### src/design/mem_test_pkg.sv
//--------------------------------------
// shared types and DDR address layout for the memory tester
// address is {cs, row, bank, col, 2'b00}, one chip-select bit only
//--------------------------------------
package mem_test_pkg;

	//--------------------------------------
	// enums
	//--------------------------------------
	// controller states, write pass then read pass
	typedef enum logic [2:0]
	{
		IDLE,
		WR_ADDR,
		WR_RESP,
		RD_ADDR,
		RD_DATA,
		DONE
	} test_state_e;

	// kind of the first error seen
	typedef enum logic [1:0]
	{
		ERR_NONE,
		ERR_DATA,
		ERR_WRESP,
		ERR_RRESP
	} err_kind_e;

	// AXI bresp / rresp codes
	typedef enum logic [1:0]
	{
		OKAY,
		EXOKAY,
		SLVERR,
		DECERR
	} axi_resp_e;

	//--------------------------------------
	// address fields
	//--------------------------------------
	localparam int ADDR_W = 33;
	localparam int ROW_W  = 17;
	localparam int BANK_W = 3;
	localparam int COL_W  = 10;
	// beat index = cs + row + bank + col
	localparam int BEAT_W = 1 + ROW_W + BANK_W + COL_W;

endpackage

### src/design/mem_addr_gen.sv
//--------------------------------------
// beat counter to DDR byte address, range is inclusive
// interleave 1 puts the bank bits lowest
//--------------------------------------
`timescale 1ns/10ps

module mem_addr_gen #(
	parameter int P_START_BEAT      = 0,
	parameter int P_STOP_BEAT       = 1023,
	parameter int P_BANK_INTERLEAVE = 0
)(
	input  logic                            iACLK,
	input  logic                            iARST,
	input  logic                            i_restart,
	input  logic                            i_step,
	output logic [mem_test_pkg::ADDR_W-1:0] o_addr,
	output logic                            o_last_beat
);

	localparam int BW     = mem_test_pkg::BEAT_W;
	localparam int ROW_W  = mem_test_pkg::ROW_W;
	localparam int BANK_W = mem_test_pkg::BANK_W;
	localparam int COL_W  = mem_test_pkg::COL_W;
	localparam logic [BW-1:0] L_START = BW'(P_START_BEAT);
	localparam logic [BW-1:0] L_STOP  = BW'(P_STOP_BEAT);

	logic [BW-1:0]     r_beat;
	logic              cs;
	logic [ROW_W-1:0]  row;
	logic [BANK_W-1:0] bank;
	logic [COL_W-1:0]  col;

	// restart wins over step
	always_ff @(posedge iACLK)
	begin
		if (iARST || i_restart)
			r_beat <= L_START;
		else if (i_step)
			r_beat <= r_beat + 1'b1;
	end

	//--------------------------------------
	// field mapping
	//--------------------------------------
	generate
		if (P_BANK_INTERLEAVE != 0)
		begin : g_interleave
			// consecutive beats hit different banks
			assign bank = r_beat[BANK_W-1:0];
			assign col  = r_beat[BANK_W +: COL_W];
		end
		else
		begin : g_linear
			assign col  = r_beat[COL_W-1:0];
			assign bank = r_beat[COL_W +: BANK_W];
		end
	endgenerate

	assign row = r_beat[COL_W+BANK_W +: ROW_W];
	assign cs  = r_beat[BW-1];

	// low two bits are the datapath offset
	assign o_addr      = {cs, row, bank, col, 2'b00};
	assign o_last_beat = (r_beat == L_STOP);

	// the top must gate the step on the last beat
	a_no_overrun: assert property (@(posedge iACLK) disable iff (iARST)
		i_step && !i_restart |-> r_beat != L_STOP);

endmodule

### src/design/mem_pattern_gen.sv
//--------------------------------------
// 32-bit Galois LFSR, seed must be nonzero
// data is the low P_DATA_W bits, P_DATA_W up to 32
//--------------------------------------
`timescale 1ns/10ps

module mem_pattern_gen #(
	parameter int          P_DATA_W = 16,
	parameter logic [31:0] P_SEED   = 32'h0000_ace1
)(
	input  logic                iACLK,
	input  logic                iARST,
	input  logic                i_restart,
	input  logic                i_step,
	output logic [P_DATA_W-1:0] o_data
);

	// taps 32, 22, 2, 1
	localparam logic [31:0] L_TAPS = 32'h8020_0003;

	logic [31:0] r_lfsr;
	logic [31:0] lfsr_next;

	//--------------------------------------
	// next state
	//--------------------------------------
	always_comb
	begin
		// shift right, fold taps in on a shifted-out one
		lfsr_next = r_lfsr >> 1;
		if (r_lfsr[0])
			lfsr_next = lfsr_next ^ L_TAPS;
	end

	// same seed on every pass so reads regenerate the writes
	always_ff @(posedge iACLK)
	begin
		if (iARST || i_restart)
			r_lfsr <= P_SEED;
		else if (i_step)
			r_lfsr <= lfsr_next;
	end

	assign o_data = r_lfsr[P_DATA_W-1:0];

	// all-zero state would lock the pattern
	a_nonzero: assert property (@(posedge iACLK) disable iff (iARST)
		i_step |=> r_lfsr != 32'd0);

endmodule

### src/design/mem_read_check.sv
//--------------------------------------
// compares in the strobe cycle, first error only is kept
// a bad response beats a data compare
//--------------------------------------
`timescale 1ns/10ps

module mem_read_check #(
	parameter int P_DATA_W = 16
)(
	input  logic                            iACLK,
	input  logic                            iARST,
	input  logic                            i_bresp_take,
	input  logic [1:0]                      i_bresp,
	input  logic                            i_rdata_take,
	input  logic [1:0]                      i_rresp,
	input  logic [P_DATA_W-1:0]             i_rdata,
	input  logic [P_DATA_W-1:0]             i_exp_data,
	input  logic [mem_test_pkg::ADDR_W-1:0] i_addr,
	output logic                            o_err,
	output mem_test_pkg::err_kind_e         o_err_kind,
	output logic [mem_test_pkg::ADDR_W-1:0] o_err_addr,
	output logic [P_DATA_W-1:0]             o_err_exp,
	output logic [P_DATA_W-1:0]             o_err_act
);

	mem_test_pkg::err_kind_e err_now;
	mem_test_pkg::err_kind_e r_kind;

	//--------------------------------------
	// classify current strobe
	//--------------------------------------
	always_comb
	begin
		err_now = mem_test_pkg::ERR_NONE;
		if (i_bresp_take && (i_bresp != mem_test_pkg::OKAY))
			err_now = mem_test_pkg::ERR_WRESP;
		else if (i_rdata_take)
		begin
			// data only trusted with OKAY
			if (i_rresp != mem_test_pkg::OKAY)
				err_now = mem_test_pkg::ERR_RRESP;
			else if (i_rdata != i_exp_data)
				err_now = mem_test_pkg::ERR_DATA;
		end
	end

	assign o_err = (err_now != mem_test_pkg::ERR_NONE);

	// kind, held from the first error
	always_ff @(posedge iACLK)
	begin
		if (iARST)
			r_kind <= mem_test_pkg::ERR_NONE;
		else if (o_err && (r_kind == mem_test_pkg::ERR_NONE))
			r_kind <= err_now;
	end

	// record of the failing beat
	always_ff @(posedge iACLK)
	begin
		if (o_err && (r_kind == mem_test_pkg::ERR_NONE))
		begin
			o_err_addr <= i_addr;
			o_err_exp  <= i_exp_data;
			o_err_act  <= i_rdata;
		end
	end

	assign o_err_kind = r_kind;

endmodule

### src/design/mem_test_ctrl.sv
//--------------------------------------
// single-beat AXI write pass, then read pass, no outstanding transfers
// stops at first error; DONE holds until reset
//--------------------------------------
`timescale 1ns/10ps

module mem_test_ctrl #(
	parameter int P_START_BEAT = 0,
	parameter int P_STOP_BEAT  = 1023
)(
	input  logic iACLK,
	input  logic iARST,
	input  logic i_cfg_done,
	input  logic i_awready,
	input  logic i_wready,
	input  logic i_bvalid,
	input  logic i_arready,
	input  logic i_rvalid,
	input  logic i_last_beat,
	input  logic i_err,
	output logic o_awvalid,
	output logic o_wvalid,
	output logic o_bready,
	output logic o_arvalid,
	output logic o_rready,
	output logic o_step_wr,
	output logic o_bresp_take,
	output logic o_rdata_take,
	output logic o_restart,
	output logic o_test_run,
	output logic o_test_done,
	output logic o_test_fail
);

	localparam int BW = mem_test_pkg::BEAT_W;
	// beats per pass minus one
	localparam logic [BW-1:0] L_LAST_CNT = BW'(P_STOP_BEAT - P_START_BEAT);

	mem_test_pkg::test_state_e r_state;
	// aw / w already accepted in this write
	logic r_aw_sent;
	logic r_w_sent;
	logic r_run;
	logic r_done;
	logic r_fail;
	// completed beats in the current pass
	logic [BW-1:0] r_beat_cnt;
	logic aw_fire;
	logic w_fire;
	logic ar_fire;
	logic go_done;

	//--------------------------------------
	// handshakes
	//--------------------------------------
	assign o_awvalid = (r_state == mem_test_pkg::WR_ADDR) && !r_aw_sent;
	assign o_wvalid  = (r_state == mem_test_pkg::WR_ADDR) && !r_w_sent;
	assign o_bready  = (r_state == mem_test_pkg::WR_RESP);
	assign o_arvalid = (r_state == mem_test_pkg::RD_ADDR);
	assign o_rready  = (r_state == mem_test_pkg::RD_DATA);

	assign aw_fire = o_awvalid && i_awready;
	assign w_fire  = o_wvalid && i_wready;
	assign ar_fire = o_arvalid && i_arready;

	// both halves of the write done, either order
	assign o_step_wr = (r_state == mem_test_pkg::WR_ADDR)
		&& (r_aw_sent || aw_fire) && (r_w_sent || w_fire);
	assign o_bresp_take = o_bready && i_bvalid;
	assign o_rdata_take = o_rready && i_rvalid;

	// reload generators at start of write pass and of read pass
	assign o_restart = ((r_state == mem_test_pkg::IDLE) && i_cfg_done)
		|| (o_bresp_take && i_last_beat && !i_err);

	// error ends the test, or last read beat
	assign go_done = (o_bresp_take && i_err) || (o_rdata_take && (i_err || i_last_beat));

	//--------------------------------------
	// state machine
	//--------------------------------------
	always_ff @(posedge iACLK)
	begin
		if (iARST)
		begin
			r_state    <= mem_test_pkg::IDLE;
			r_aw_sent  <= 1'b0;
			r_w_sent   <= 1'b0;
			r_beat_cnt <= '0;
		end
		else
		begin
			case (r_state)
				mem_test_pkg::IDLE:
				begin
					if (i_cfg_done)
					begin
						r_state    <= mem_test_pkg::WR_ADDR;
						r_beat_cnt <= '0;
					end
				end
				mem_test_pkg::WR_ADDR:
				begin
					if (o_step_wr)
					begin
						r_state   <= mem_test_pkg::WR_RESP;
						r_aw_sent <= 1'b0;
						r_w_sent  <= 1'b0;
					end
					else
					begin
						if (aw_fire)
							r_aw_sent <= 1'b1;
						if (w_fire)
							r_w_sent <= 1'b1;
					end
				end
				mem_test_pkg::WR_RESP:
				begin
					if (o_bresp_take)
					begin
						if (i_err)
							r_state <= mem_test_pkg::DONE;
						else if (i_last_beat)
						begin
							r_state    <= mem_test_pkg::RD_ADDR;
							r_beat_cnt <= '0;
						end
						else
						begin
							r_state    <= mem_test_pkg::WR_ADDR;
							r_beat_cnt <= r_beat_cnt + 1'b1;
						end
					end
				end
				mem_test_pkg::RD_ADDR:
				begin
					if (ar_fire)
						r_state <= mem_test_pkg::RD_DATA;
				end
				mem_test_pkg::RD_DATA:
				begin
					if (go_done)
						r_state <= mem_test_pkg::DONE;
					else if (o_rdata_take)
					begin
						r_state    <= mem_test_pkg::RD_ADDR;
						r_beat_cnt <= r_beat_cnt + 1'b1;
					end
				end
				mem_test_pkg::DONE:
					r_state <= mem_test_pkg::DONE;
				default:
					r_state <= mem_test_pkg::IDLE;
			endcase
		end
	end

	//--------------------------------------
	// status levels
	//--------------------------------------
	always_ff @(posedge iACLK)
	begin
		if (iARST)
		begin
			r_run  <= 1'b0;
			r_done <= 1'b0;
			r_fail <= 1'b0;
		end
		else if (go_done)
		begin
			r_run  <= 1'b0;
			r_done <= 1'b1;
			r_fail <= i_err;
		end
		else if ((r_state == mem_test_pkg::IDLE) && i_cfg_done)
			r_run <= 1'b1;
	end

	assign o_test_run  = r_run;
	assign o_test_done = r_done;
	assign o_test_fail = r_fail;

	// valids stay up until accepted
	a_aw_hold: assert property (@(posedge iACLK) disable iff (iARST)
		o_awvalid && !i_awready |=> o_awvalid);
	a_w_hold: assert property (@(posedge iACLK) disable iff (iARST)
		o_wvalid && !i_wready |=> o_wvalid);
	a_ar_hold: assert property (@(posedge iACLK) disable iff (iARST)
		o_arvalid && !i_arready |=> o_arvalid);
	a_run_done: assert property (@(posedge iACLK) disable iff (iARST)
		!(r_run && r_done));
	// address generator flags the last beat after exactly one pass of beats
	a_last_beat: assert property (@(posedge iACLK) disable iff (iARST)
		(o_bresp_take || o_rdata_take) |-> (i_last_beat == (r_beat_cnt == L_LAST_CNT)));

endmodule

### src/design/mem_test_top.sv
//--------------------------------------
// AXI4 DDR tester, single-beat id 0 transfers, full strobes
// wdata/rdata are P_DATA_W wide, no padding to the bus width
//--------------------------------------
`timescale 1ns/10ps

module mem_test_top #(
	parameter int          P_DATA_W          = 16,
	parameter int          P_START_BEAT      = 0,
	parameter int          P_STOP_BEAT       = 1023,
	parameter int          P_BANK_INTERLEAVE = 0,
	parameter logic [31:0] P_SEED            = 32'h0000_ace1
)(
	input  logic                            iACLK,
	input  logic                            iARST,
	input  logic                            i_cfg_done,
	// write address / data / response
	output logic [mem_test_pkg::ADDR_W-1:0] o_awaddr,
	output logic                            o_awvalid,
	input  logic                            i_awready,
	output logic [7:0]                      o_awlen,
	output logic [P_DATA_W-1:0]             o_wdata,
	output logic                            o_wlast,
	output logic                            o_wvalid,
	input  logic                            i_wready,
	input  logic                            i_bvalid,
	input  logic [1:0]                      i_bresp,
	output logic                            o_bready,
	// read address / data
	output logic [mem_test_pkg::ADDR_W-1:0] o_araddr,
	output logic                            o_arvalid,
	input  logic                            i_arready,
	output logic [7:0]                      o_arlen,
	input  logic                            i_rvalid,
	input  logic [1:0]                      i_rresp,
	input  logic [P_DATA_W-1:0]             i_rdata,
	output logic                            o_rready,
	// status
	output logic                            o_test_run,
	output logic                            o_test_done,
	output logic                            o_test_fail,
	// first error record
	output mem_test_pkg::err_kind_e         o_err_kind,
	output logic [mem_test_pkg::ADDR_W-1:0] o_err_addr,
	output logic [P_DATA_W-1:0]             o_err_exp,
	output logic [P_DATA_W-1:0]             o_err_act
);

	logic [mem_test_pkg::ADDR_W-1:0] addr;
	logic [P_DATA_W-1:0]             exp_data;
	logic                            last_beat;
	logic                            err;
	logic                            step_wr;
	logic                            bresp_take;
	logic                            rdata_take;
	logic                            restart;
	logic                            addr_step;
	logic                            pat_step;

	//--------------------------------------
	// fixed protocol fields
	//--------------------------------------
	// single beat, len 0 means one transfer
	assign o_awlen  = 8'd0;
	assign o_arlen  = 8'd0;
	assign o_wlast  = 1'b1;
	// one address serves both passes
	assign o_awaddr = addr;
	assign o_araddr = addr;
	assign o_wdata  = exp_data;

	// address moves once the beat is closed, held on the last one
	assign addr_step = (bresp_take || rdata_take) && !last_beat;
	// data moves once wdata is accepted, or after the compare
	assign pat_step  = step_wr || rdata_take;

	mem_test_ctrl #(
		.P_START_BEAT (P_START_BEAT),
		.P_STOP_BEAT  (P_STOP_BEAT)
	) mem_test_ctrl_i (
		.iACLK        (iACLK),
		.iARST        (iARST),
		.i_cfg_done   (i_cfg_done),
		.i_awready    (i_awready),
		.i_wready     (i_wready),
		.i_bvalid     (i_bvalid),
		.i_arready    (i_arready),
		.i_rvalid     (i_rvalid),
		.i_last_beat  (last_beat),
		.i_err        (err),
		.o_awvalid    (o_awvalid),
		.o_wvalid     (o_wvalid),
		.o_bready     (o_bready),
		.o_arvalid    (o_arvalid),
		.o_rready     (o_rready),
		.o_step_wr    (step_wr),
		.o_bresp_take (bresp_take),
		.o_rdata_take (rdata_take),
		.o_restart    (restart),
		.o_test_run   (o_test_run),
		.o_test_done  (o_test_done),
		.o_test_fail  (o_test_fail)
	);

	mem_addr_gen #(
		.P_START_BEAT      (P_START_BEAT),
		.P_STOP_BEAT       (P_STOP_BEAT),
		.P_BANK_INTERLEAVE (P_BANK_INTERLEAVE)
	) mem_addr_gen_i (
		.iACLK       (iACLK),
		.iARST       (iARST),
		.i_restart   (restart),
		.i_step      (addr_step),
		.o_addr      (addr),
		.o_last_beat (last_beat)
	);

	mem_pattern_gen #(
		.P_DATA_W (P_DATA_W),
		.P_SEED   (P_SEED)
	) mem_pattern_gen_i (
		.iACLK     (iACLK),
		.iARST     (iARST),
		.i_restart (restart),
		.i_step    (pat_step),
		.o_data    (exp_data)
	);

	mem_read_check #(
		.P_DATA_W (P_DATA_W)
	) mem_read_check_i (
		.iACLK        (iACLK),
		.iARST        (iARST),
		.i_bresp_take (bresp_take),
		.i_bresp      (i_bresp),
		.i_rdata_take (rdata_take),
		.i_rresp      (i_rresp),
		.i_rdata      (i_rdata),
		.i_exp_data   (exp_data),
		.i_addr       (addr),
		.o_err        (err),
		.o_err_kind   (o_err_kind),
		.o_err_addr   (o_err_addr),
		.o_err_exp    (o_err_exp),
		.o_err_act    (o_err_act)
	);

endmodule

### config.mk
export PLATFORM = sky130hd
export DESIGN_NAME = mem_test_top
export DESIGN_NICKNAME = d
export VERILOG_FILES = /design/src/design/mem_test_pkg.sv /design/src/design/mem_addr_gen.sv /design/src/design/mem_pattern_gen.sv /design/src/design/mem_read_check.sv /design/src/design/mem_test_ctrl.sv /design/src/design/mem_test_top.sv
export SDC_FILE = /design/constraint.sdc
export NUM_CORES = 1
export LEC_CHECK = 0
export BUFFER_PORTS_ARGS = -buffer_cell sky130_fd_sc_hd__buf_2
export CORE_MARGIN = 10
export CORE_UTILIZATION = 35
export CTS_CLUSTER_SIZE = 28
export DETAILED_ROUTE_END_ITERATION = 10
export PLACE_DENSITY = 0.62
export SLEW_MARGIN = 30
export SYNTH_ARGS = -nofsm -noshare
export SYNTH_HDL_FRONTEND = slang
export SYNTH_SLANG_ARGS = --single-unit
### constraint.sdc
create_clock -name iACLK -period 8.68 [get_ports iACLK]
set_input_delay 0.434 -clock iACLK [delete_from_list [all_inputs] [get_ports iACLK]]
set_output_delay 0.434 -clock iACLK [all_outputs]
set_load 0.01 [all_outputs]
* After elaboration in Yosys (flattened, before gate mapping)
Index checks and enable logic that the tools add are counted.
** Storage, ports and cells
- Bits in registers :: 136
- Bits of input ports :: 28
- Output and inout bits :: 174
- Word-level logic and storage cells :: 84
** Operators by class
- $add $sub $neg :: 1
- Equality and inequality tests :: 12
- Mux-type cells :: 18
- Bitwise logic cells :: 1
- Reductions and logical operators :: 40
** Operator list (count)
- $mux W32 :: 1
- $add A31 B1 Y31 const B :: 1
- $eq A31 B10 Y1 const B :: 1
- $mux W3 :: 7
- $pmux W3 S6 :: 1
- $logic_and A1 B1 Y1 :: 17
- $ne A16 B16 Y1 :: 1
- $reduce_bool A2 Y1 :: 5
- $logic_or A1 B1 Y1 :: 8
- $mux W2 :: 4
- $ne A2 B2 Y1 const B :: 4
- $eq A3 B2 Y1 const B :: 2
- $eq A3 B3 Y1 const B :: 2
- $mux W1 :: 5
- $reduce_and A5 Y1 :: 1
- $logic_not A1 Y1 :: 4
- $not A3 Y4 :: 1
- $reduce_and A2 Y1 :: 2
- $eq A3 B1 Y1 const B :: 1
- $logic_not A3 Y1 :: 1
- $ne A3 B3 Y1 const B :: 1
- $logic_not A2 Y1 :: 1
- $reduce_or A2 Y1 :: 1

* Logic depth before layout (Yosys ltp)
Gate-level depths: netlist of run 1.
- Depth in word-level cells :: 11
- Depth in mapped cells :: 9
- Mapped depth without buffers :: 6

* Modules after synthesis
A second synthesis of run 1 with hierarchy kept.
** Second synthesis, totals
- Cells, all modules :: 536
- Area, all modules :: 6204.7 um2
** By module, submodules not included
- mem_read_check :: instances 1, cells each 104, area each 2294.7 um2, seq. area each 1991.9 um2
- mem_addr_gen :: instances 1, cells each 185, area each 1586.5 um2, seq. area each 620.6 um2
- mem_pattern_gen :: instances 1, cells each 124, area each 1315.0 um2, seq. area each 640.6 um2
- mem_test_ctrl :: instances 1, cells each 69, area each 609.3 um2, seq. area each 160.2 um2
- mem_test_top :: instances 1, cells each 54, area each 399.1 um2, seq. area each 0.0 um2

* Worst setup path after synthesis of run 1
OpenSTA, ideal clock, no wires.
- Kind :: register to register
- Start :: register mem_test_ctrl_i.r_state[2]
- End :: register mem_read_check_i.o_err_act[0], enable pin
- Library setup time :: 0.561 ns
- Arrival :: 5.552 ns
- Required time :: 8.119 ns
- Path slack :: 2.566 ns
- Stages on the path, launching flop included :: 7
- Buffers on the path :: 1
- Period minus slack after synthesis :: 6.114 ns
- Cell sequence :: dfxtp_1 buf_4 nor3b_2 a2bb2oi_1 nand2_1 o21ai_0 nor3_1
** On the way
- Word-level cells in the longest chain between the ends :: 6
- Elaborated cells on any way between the ends :: 9
- Those cells by class :: eq/ne (2); mux (2); reduce/logical (5)
** Ends and longest elaborated chain
- from (decl) :: line mem_test_ctrl.sv:39 : mem_test_pkg::test_state_e r_state;
- from (signal assigned) :: line mem_test_ctrl.sv:86 : r_state <= mem_test_pkg::IDLE;
- from (signal assigned) :: line mem_test_ctrl.sv:98 : r_state <= mem_test_pkg::WR_ADDR;
- from (signal assigned) :: line mem_test_ctrl.sv:106 : r_state <= mem_test_pkg::WR_RESP;
- $eq A3 B2 Y1 :: line mem_test_ctrl.sv:58 : assign o_bready = (r_state == mem_test_pkg::WR_RESP);
- net o_bready :: line mem_test_top.sv:28 : output logic o_bready,
- $logic_and A1 B1 Y1 :: line mem_test_ctrl.sv:69 : assign o_bresp_take = o_bready && i_bvalid;
- $logic_and A1 B1 Y1 :: line mem_read_check.sv:35 : if (i_bresp_take && (i_bresp != mem_test_pkg::OKAY))
- $mux W2 :: line mem_read_check.sv:35
- $reduce_bool A2 Y1 :: line mem_read_check.sv:47 : assign o_err = (err_now != mem_test_pkg::ERR_NONE);
- $logic_and A1 B1 Y1 :: line mem_read_check.sv:61 : if (o_err && (r_kind == mem_test_pkg::ERR_NONE))
- to (signal assigned) :: line mem_read_check.sv:65 : o_err_act <= i_rdata;
- to (decl) :: line mem_read_check.sv:23 : output logic [P_DATA_W-1:0] o_err_act
The timed path passes the listed nets, and every way through them passes these cells.
A chain may end at the register's enable or synchronous reset.

* Worst setup path in the final report of run 1
- Start :: register mem_test_ctrl_i.r_state[1]
- End :: register mem_read_check_i.o_err_exp[4], enable pin
** On the way
- Word-level cells in the longest chain between the ends :: 6
- Elaborated cells on any way between the ends :: 9
- Those cells by class :: eq/ne (2); mux (2); reduce/logical (5)
** Ends and longest elaborated chain
- $eq A3 B3 Y1 or $eq A3 B2 Y1 (tied branches) :: line mem_test_ctrl.sv:60, mem_test_ctrl.sv:58
- $logic_and A1 B1 Y1 (on tied branches) :: line mem_test_ctrl.sv:70, mem_test_ctrl.sv:69
- $mux W2 or $logic_and A1 B1 Y1 (tied branches) :: line mem_read_check.sv:37, mem_read_check.sv:35
- $mux W2 * :: line mem_read_check.sv:35
- $reduce_bool A2 Y1 * :: line mem_read_check.sv:47
- $logic_and A1 B1 Y1 * :: line mem_read_check.sv:61
- to (signal assigned) :: line mem_read_check.sv:64 : o_err_exp <= i_exp_data;
- to (decl) :: line mem_read_check.sv:22 : output logic [P_DATA_W-1:0] o_err_exp,
Every way passes the cells marked *; elsewhere a longest branch is shown, timed or not.

==> flow_summary.yaml, run 1 <==
route:
  drc: 0
  ant_nets: 0
  wl_um: 15400
  routedWlPerCell_um: 16.5
  drt_iter0_markers: 260
  routed_via_density: 4.83
  vias: 4523
  drt-pass1-iter-count: 4
global_routing:
  grt_first_pass_wirelength_um: 23700
  overflow: 0
  grt_busiest_layer: "met2"
  grt_pass1_vias: 4507
  grt_usage_pct: 13.1
  use_met2_pct: 21.0
  grt_max_degree: 64
  grtUsageMet3_pct: 4.18
  grtUsageMet1_pct: 15.8
  antenna_found_initial: 0
setup_path:
  slowest_delay_ns: 0.63
  crit_path_max_fanout: 63
  critPathRequiredTime_ns: 8.75
  slowest_stage: "dfxtp_1"
  crit_family: "compound AO/OA/AOI/OAI gates"
  start_kind: "flop"
  critical_path_buf_inv_count: 1
  worstPathCellList: "nand4bb_4 -> a2bb2oi_1 -> nand3_1 -> o21ai_0 -> nor3_2 -> buf_4"
  worstSetupEndpointType: "flop"
  worstSetupPathType: "flop to flop"
  critPathArrivalTime_ns: 3.03
status:
  status: "complete, no violations"
cts:
  cts_sinks: 136
  numCtsBuffers: 17
  clk-insertion-delay-late_ns: 0.42
  cts_tree: "built"
  cts_root_buf: "clkbuf_16"
  cts_max_level: 4
  cts_setup_buffers: 0
  ctsResizeCount: 0
  holdBufCountCts: 0
  clk_pin_slew_ns: 0.06
  max-clock-path-buffers: 2
synth:
  yosys-top-cells-area: "edfxtp_1 31%, dfxtp_1 24%, buf_4 9.0%"
  async_flop_share_pct: 0
  ys_seq_elements: 136
  ys_dominant_reg_cell: "dfxtp_1"
  seq_area_frac_synth_pct: 55.6
  netlist_area_mm2: 0.00603
  synth_top_area_share_pct: 31.3
  yosys.cell_types.count: 53
  synth_top_area_cell: "edfxtp_1"
  yosys-top-cells-count: "75 x nand2_1, 73 x dfxtp_1, 72 x buf_4, 63 x edfxtp_1, 49 x a21oi_1"
  netlist_instances: 574
  synth.most_common_cell: "nand2_1"
  yosysWarningCount: 0
  syn_avg_cell_area_um2: 10.5
  synth_edf_count: 63
floorplan:
  die_x_um: 151
  core_area_mm2: 0.0168
  initial_utilization_pct: 36.0
  core.rowCount: 47
  die_area_mm2: 0.0229
  die_height_um: 151
  io_pins: 202
sta:
  finalSetupViolations: 0
  slew_viol_final: 0
  slew_headroom_pct: 44.9
  tightest_slew_ns: 0.826
  hold_violations: 0
  fmaxAchievable_mhz: 338
  rsz0062_at_grt: "no"
  period_minus_slack_ns: 2.96
  fin_crit_sh_pct: 34.1
  final.setup.tns_ns: 0
  clock_skew_ns: 0.00766
worst_hold_path:
  holdCritPathClass: "input port to flop"
finish:
  syn_to_final_growth_pct: 21.1
  seqCellArea_mm2: 0.00335
  diodes: 0
  drive_gt1_share_pct: 31.1
  multi_input_area_mm2: 0.00214
  fill_cells: 1619
  nNetsFinal: 734
pwr:
  powerDensity_mw_per_mm2: 246
  irDropWorstVdd_mv: 0.152
  total_power_w: 0.00180
  p_leak_nw: 2.93
flow_run:
  max-cap-violations: 0
placement:
  port_buffers: 178
  dp_hpwl_um: 11200
  place_congestion: 0.785
==> flip-flops by register name, summed over array words and instances, names as in the netlist <==
register	flops
mem_test_ctrl_i.o_test_done	1
mem_test_ctrl_i.r_state	3
mem_read_check_i.o_err_kind	2
mem_test_ctrl_i.r_aw_sent	1
mem_read_check_i.o_err_exp	16
mem_pattern_gen_i.r_lfsr	32
mem_read_check_i.o_err_addr	31
mem_addr_gen_i.r_beat	31
mem_test_ctrl_i.o_test_fail	1
mem_test_ctrl_i.r_w_sent	1
mem_test_ctrl_i.o_test_run	1
mem_read_check_i.o_err_act	16
==> stage by stage <==
step | hold slack, ns | util (%) | area [um2] | cells | setup WS, ns
after floorplan | 0.430 | - | 6110 | 595 | 2.57
after global placement | 0.440 | 39.9 | 6700 | 906 | 5.80
after detailed placement | 0.445 | 40.0 | 6700 | 906 | 5.75
after CTS | 0.196 | 43.6 | 7300 | 937 | 5.73
after global routing | 0.202 | 43.6 | 7310 | 937 | 5.49
final | 0.214 | 43.6 | 7310 | 937 | 5.72
==> layer usage <==
layer / vias to the layer above / routed length [um] / share of wire (%)
li1: 2212 / - / -
met1: 2117 / 6710 / 43
met2: 173 / 7180 / 46
met3: 21 / 1270 / 8.2
met4: 0 / 284 / 1.8
met5: - / 0 / 0
==> where the power goes <==
| group | total, W | internal (W) | leakage (nW) | switching (W) |
|---|---|---|---|---|
| Combinational | 0.000272 | 0.0000966 | 1.47 | 0.000176 |
| Clock | 0.000740 | 0.000481 | 0.292 | 0.000259 |
| Sequential | 0.000783 | 0.000742 | 1.16 | 0.0000408 |
==> path summary, 6_finish.rpt <==
| kind | endpoint | cells past startpoint | slack, ns | start |
|---|---|---|---|---|
| worst max-delay path | mem_read_check_i.o_err_exp[4] | 6 | 5.72 | mem_test_ctrl_i.r_state[1] |
| worst min-delay path | mem_read_check_i.o_err_act[1] | 1 | 0.21 | i_rdata[1] |
| worst max register to register | mem_read_check_i.o_err_exp[4] | 6 | 5.72 | mem_test_ctrl_i.r_state[1] |
| worst min register to register | mem_pattern_gen_i.r_lfsr[18] | 2 | 0.45 | mem_pattern_gen_i.r_lfsr[18] |
==> area by class of cell <==
| cell class | count | area share [%] |
|---|---|---|
| flip-flops and latches | 136 | 45.9 |
| multi-input cells | 362 | 29.2 |
| repair buffers | 182 | 12.6 |
| clock buffers | 20 | 6.11 |
| well taps | 220 | 3.77 |
| clock inverters | 11 | 2.11 |
| inverters | 6 | 0.308 |
==> cell families (layout without fill, tap and decap cells) <==
| group | count (synthesis) | count (layout) | synth area share (%) |
|---|---|---|---|
| flip-flops | 136 | 136 | 55.6 |
| XOR/XNOR | 34 | 34 | 4.93 |
| AND/OR/NAND/NOR | 215 | 215 | 19.3 |
| buffers and inverters | 97 | 219 | 10.8 |
| AO/OA/AOI/OAI | 88 | 88 | 8.90 |
| adder cells (fa/ha/maj) | 1 | 1 | 0.207 |
| other | 2 | 23 | 0.124 |
| multiplexers | 1 | 1 | 0.166 |
==> placed cells by master, fill, tap and decap left out, types with 4 or more instances in the layout <==
master     instances
buf_2            178
nor3_1            10
or4_1              9
nand3b_1           9
or3_1              4
and2_1             5
inv_1              6
nand4_1           15
conb_1            23
edfxtp_1          63
bufinv_16          4
a21oi_1           49
nor2_1            36
nand2_1           75
clkbuf_16         17
o21ai_0           11
buf_4              4
dfxtp_1           73
xnor2_1            5
nor2b_1            6
a211oi_1           5
nand3_1           17
o31ai_1            9
xor2_1            29
nor4_1             9
Note: power is estimated with default switching activity, not from simulation.
==> run 2: changes to the inputs <==
--- a/config.mk
+++ b/config.mk
@@ -10,7 +10,7 @@
 export CORE_UTILIZATION = 35
 export CTS_CLUSTER_SIZE = 28
 export DETAILED_ROUTE_END_ITERATION = 10
-export PLACE_DENSITY = 0.62
+export PLACE_DENSITY = 0.64
 export SLEW_MARGIN = 30
 export SYNTH_ARGS = -nofsm -noshare
 export SYNTH_HDL_FRONTEND = slang
==> constraint.sdc (replaced) <==
create_clock -name iACLK -period 2.5 [get_ports iACLK]
set_input_delay 0.125 -clock iACLK [delete_from_list [all_inputs] [get_ports iACLK]]
set_output_delay 0.125 -clock iACLK [all_outputs]
set_load 0.01 [all_outputs]
==> run 2 against run 1 <==
  * Global-route usage increased by 0.20 points
  * Routed wire length increased by 1.1%
  * Via count increased by 2.6%
  * Fmax increased by 31%
  * Die area unchanged
  * Critical endpoint is now mem_read_check_i.o_err_addr[32]
==> flow_summary.yaml, run 2 (synthesis gave the netlist of run 1 again) <==
finish:
  drive_gt1_share_pct: 32.6
  mostFrequentLayoutCells: "178 x buf_2, 75 x nand2_1, 71 x dfxtp_1"
  final_common_cell: "buf_2"
  final_core_util_pct: 45.6
  largest_reg_flops: 32
  fill_cells: 1589
  syn_to_final_growth_pct: 26.7
  seqCellArea_mm2: 0.00336
  regMostFlops: "mem_pattern_gen_i.r_lfsr"
  multi_input_area_mm2: 0.00215
  fin_cells: 965
  diodes: 0
  finalInstanceArea_mm2: 0.00765
  nNetsFinal: 761
  top_regs: "mem_pattern_gen_i.r_lfsr (32), mem_addr_gen_i.r_beat (31), mem_read_check_i.o_err_addr (31)"
global_routing:
  grt_usage_pct: 13.3
  grtUsageMet1_pct: 16.1
  overflow: 0
  use_met2_pct: 21.4
  grt_pass1_vias: 4740
  antenna_found_initial: 0
  grt_busiest_layer: "met2"
  grt_max_degree: 64
  grt_first_pass_wirelength_um: 24400
  grtUsageMet3_pct: 5.22
setup_path:
  worstSetupEndpointType: "flop"
  worstPathCellList: "xor2_1 -> nor4_1 -> nand3_1 -> o21ai_2 -> nor3_4 -> buf_12"
  reg2reg_slack_ns: 0.24
  start_kind: "flop"
  slowest_stage: "nor4_1"
  critPathRequiredTime_ns: 2.64
  crit_family: "simple AND/OR/NAND/NOR gates"
  critical_path_buf_inv_count: 1
  worstSetupPathType: "flop to flop"
  slowest_delay_ns: 0.45
  critPathArrivalTime_ns: 2.40
  crit_path_max_fanout: 63
pwr:
  powerDensity_mw_per_mm2: 836
  total_power_w: 0.00639
  irDropWorstVdd_mv: 0.450
  p_leak_nw: 3.08
sta:
  period_minus_slack_ns: 2.26
  finalSetupViolations: 0
  hold_violations: 0
  final.setup.tns_ns: 0
  fin_crit_sh_pct: 90.4
  rsz0062_at_grt: "no"
  slew_headroom_pct: 58.8
  tightest_slew_ns: 0.617
  fmaxAchievable_mhz: 442
  clock_skew_ns: 0.00936
  slew_viol_final: 0
route:
  routedWlPerCell_um: 16.2
  vias: 4641
  routed_via_density: 4.81
  drt-pass1-iter-count: 4
  ant_nets: 0
  wl_um: 15600
  drt_iter0_markers: 235
  drc: 0
cts:
  ctsResizeCount: 0
  clk-insertion-delay-late_ns: 0.42
  numCtsBuffers: 17
  cts_max_level: 4
  clk_pin_slew_ns: 0.06
  cts_root_buf: "clkbuf_16"
  cts_sinks: 136
  cts_tree: "built"
  cts_setup_buffers: 0
  max-clock-path-buffers: 2
  holdBufCountCts: 17
floorplan:
  core_area_mm2: 0.0168
  die_area_mm2: 0.0229
  io_pins: 202
  die_x_um: 151
  die_height_um: 151
  core.rowCount: 47
  initial_utilization_pct: 36.0
placement:
  place_congestion: 0.756
  placed_area_mm2: 0.00685
  dp.cells: 916
  port_buffers: 178
  dp_hpwl_um: 11200
worst_hold_path:
  holdCritPathClass: "input port to flop"
status:
  status: "complete, no violations"
flow_run:
  max-cap-violations: 0
run 2: final timing paths:
kind	from	end	cells after the start
worst min register to register	mem_pattern_gen_i.r_lfsr[16]	mem_pattern_gen_i.r_lfsr[16]	2
worst min-delay path	i_awready	mem_test_ctrl_i.r_aw_sent	3
worst max register to register	mem_pattern_gen_i.r_lfsr[10]	mem_read_check_i.o_err_addr[32]	6
worst max-delay path	mem_pattern_gen_i.r_lfsr[10]	mem_read_check_i.o_err_addr[32]	6
run 2: area by class of cell:
cell class	count	share of cell area (%)
clock buffer	17	5.56
clock inverter	15	2.62
inverter	6	0.295
multi-input combinational	362	28.1
sequential	136	43.9
tap	220	3.60
timing repair buffer	209	15.9
run 2: where the power goes:
part	internal [W]	total (W)	switching, W
Combinational	0.000409	0.00105	0.000636
Clock	0.00167	0.00263	0.000955
Sequential	0.00258	0.00272	0.000145
Total	0.00466	0.00639	0.00174
run 2: per-layer routing:
layer,part of all wire (%),vias to the layer above
li1,-,2271
met1,43,2185
met2,47,170
met3,8.6,15
met4,1.4,0
met5,0,-
run 2: tightest hold or removal path, stage by stage:
cell and delay, ns:
buf_2 0.09, a21oi_1 0.06, nor3_1 0.11
run 2: metrics by stage:
stage	hold slack [ns]	worst slack, ns
final	0.0110	0.239
after global routing	0.00900	0.136
after CTS	0.0000900	0.201
after detailed placement	0.328	0.207
after global placement	0.328	0.282
after floorplan	0.224	-0.550
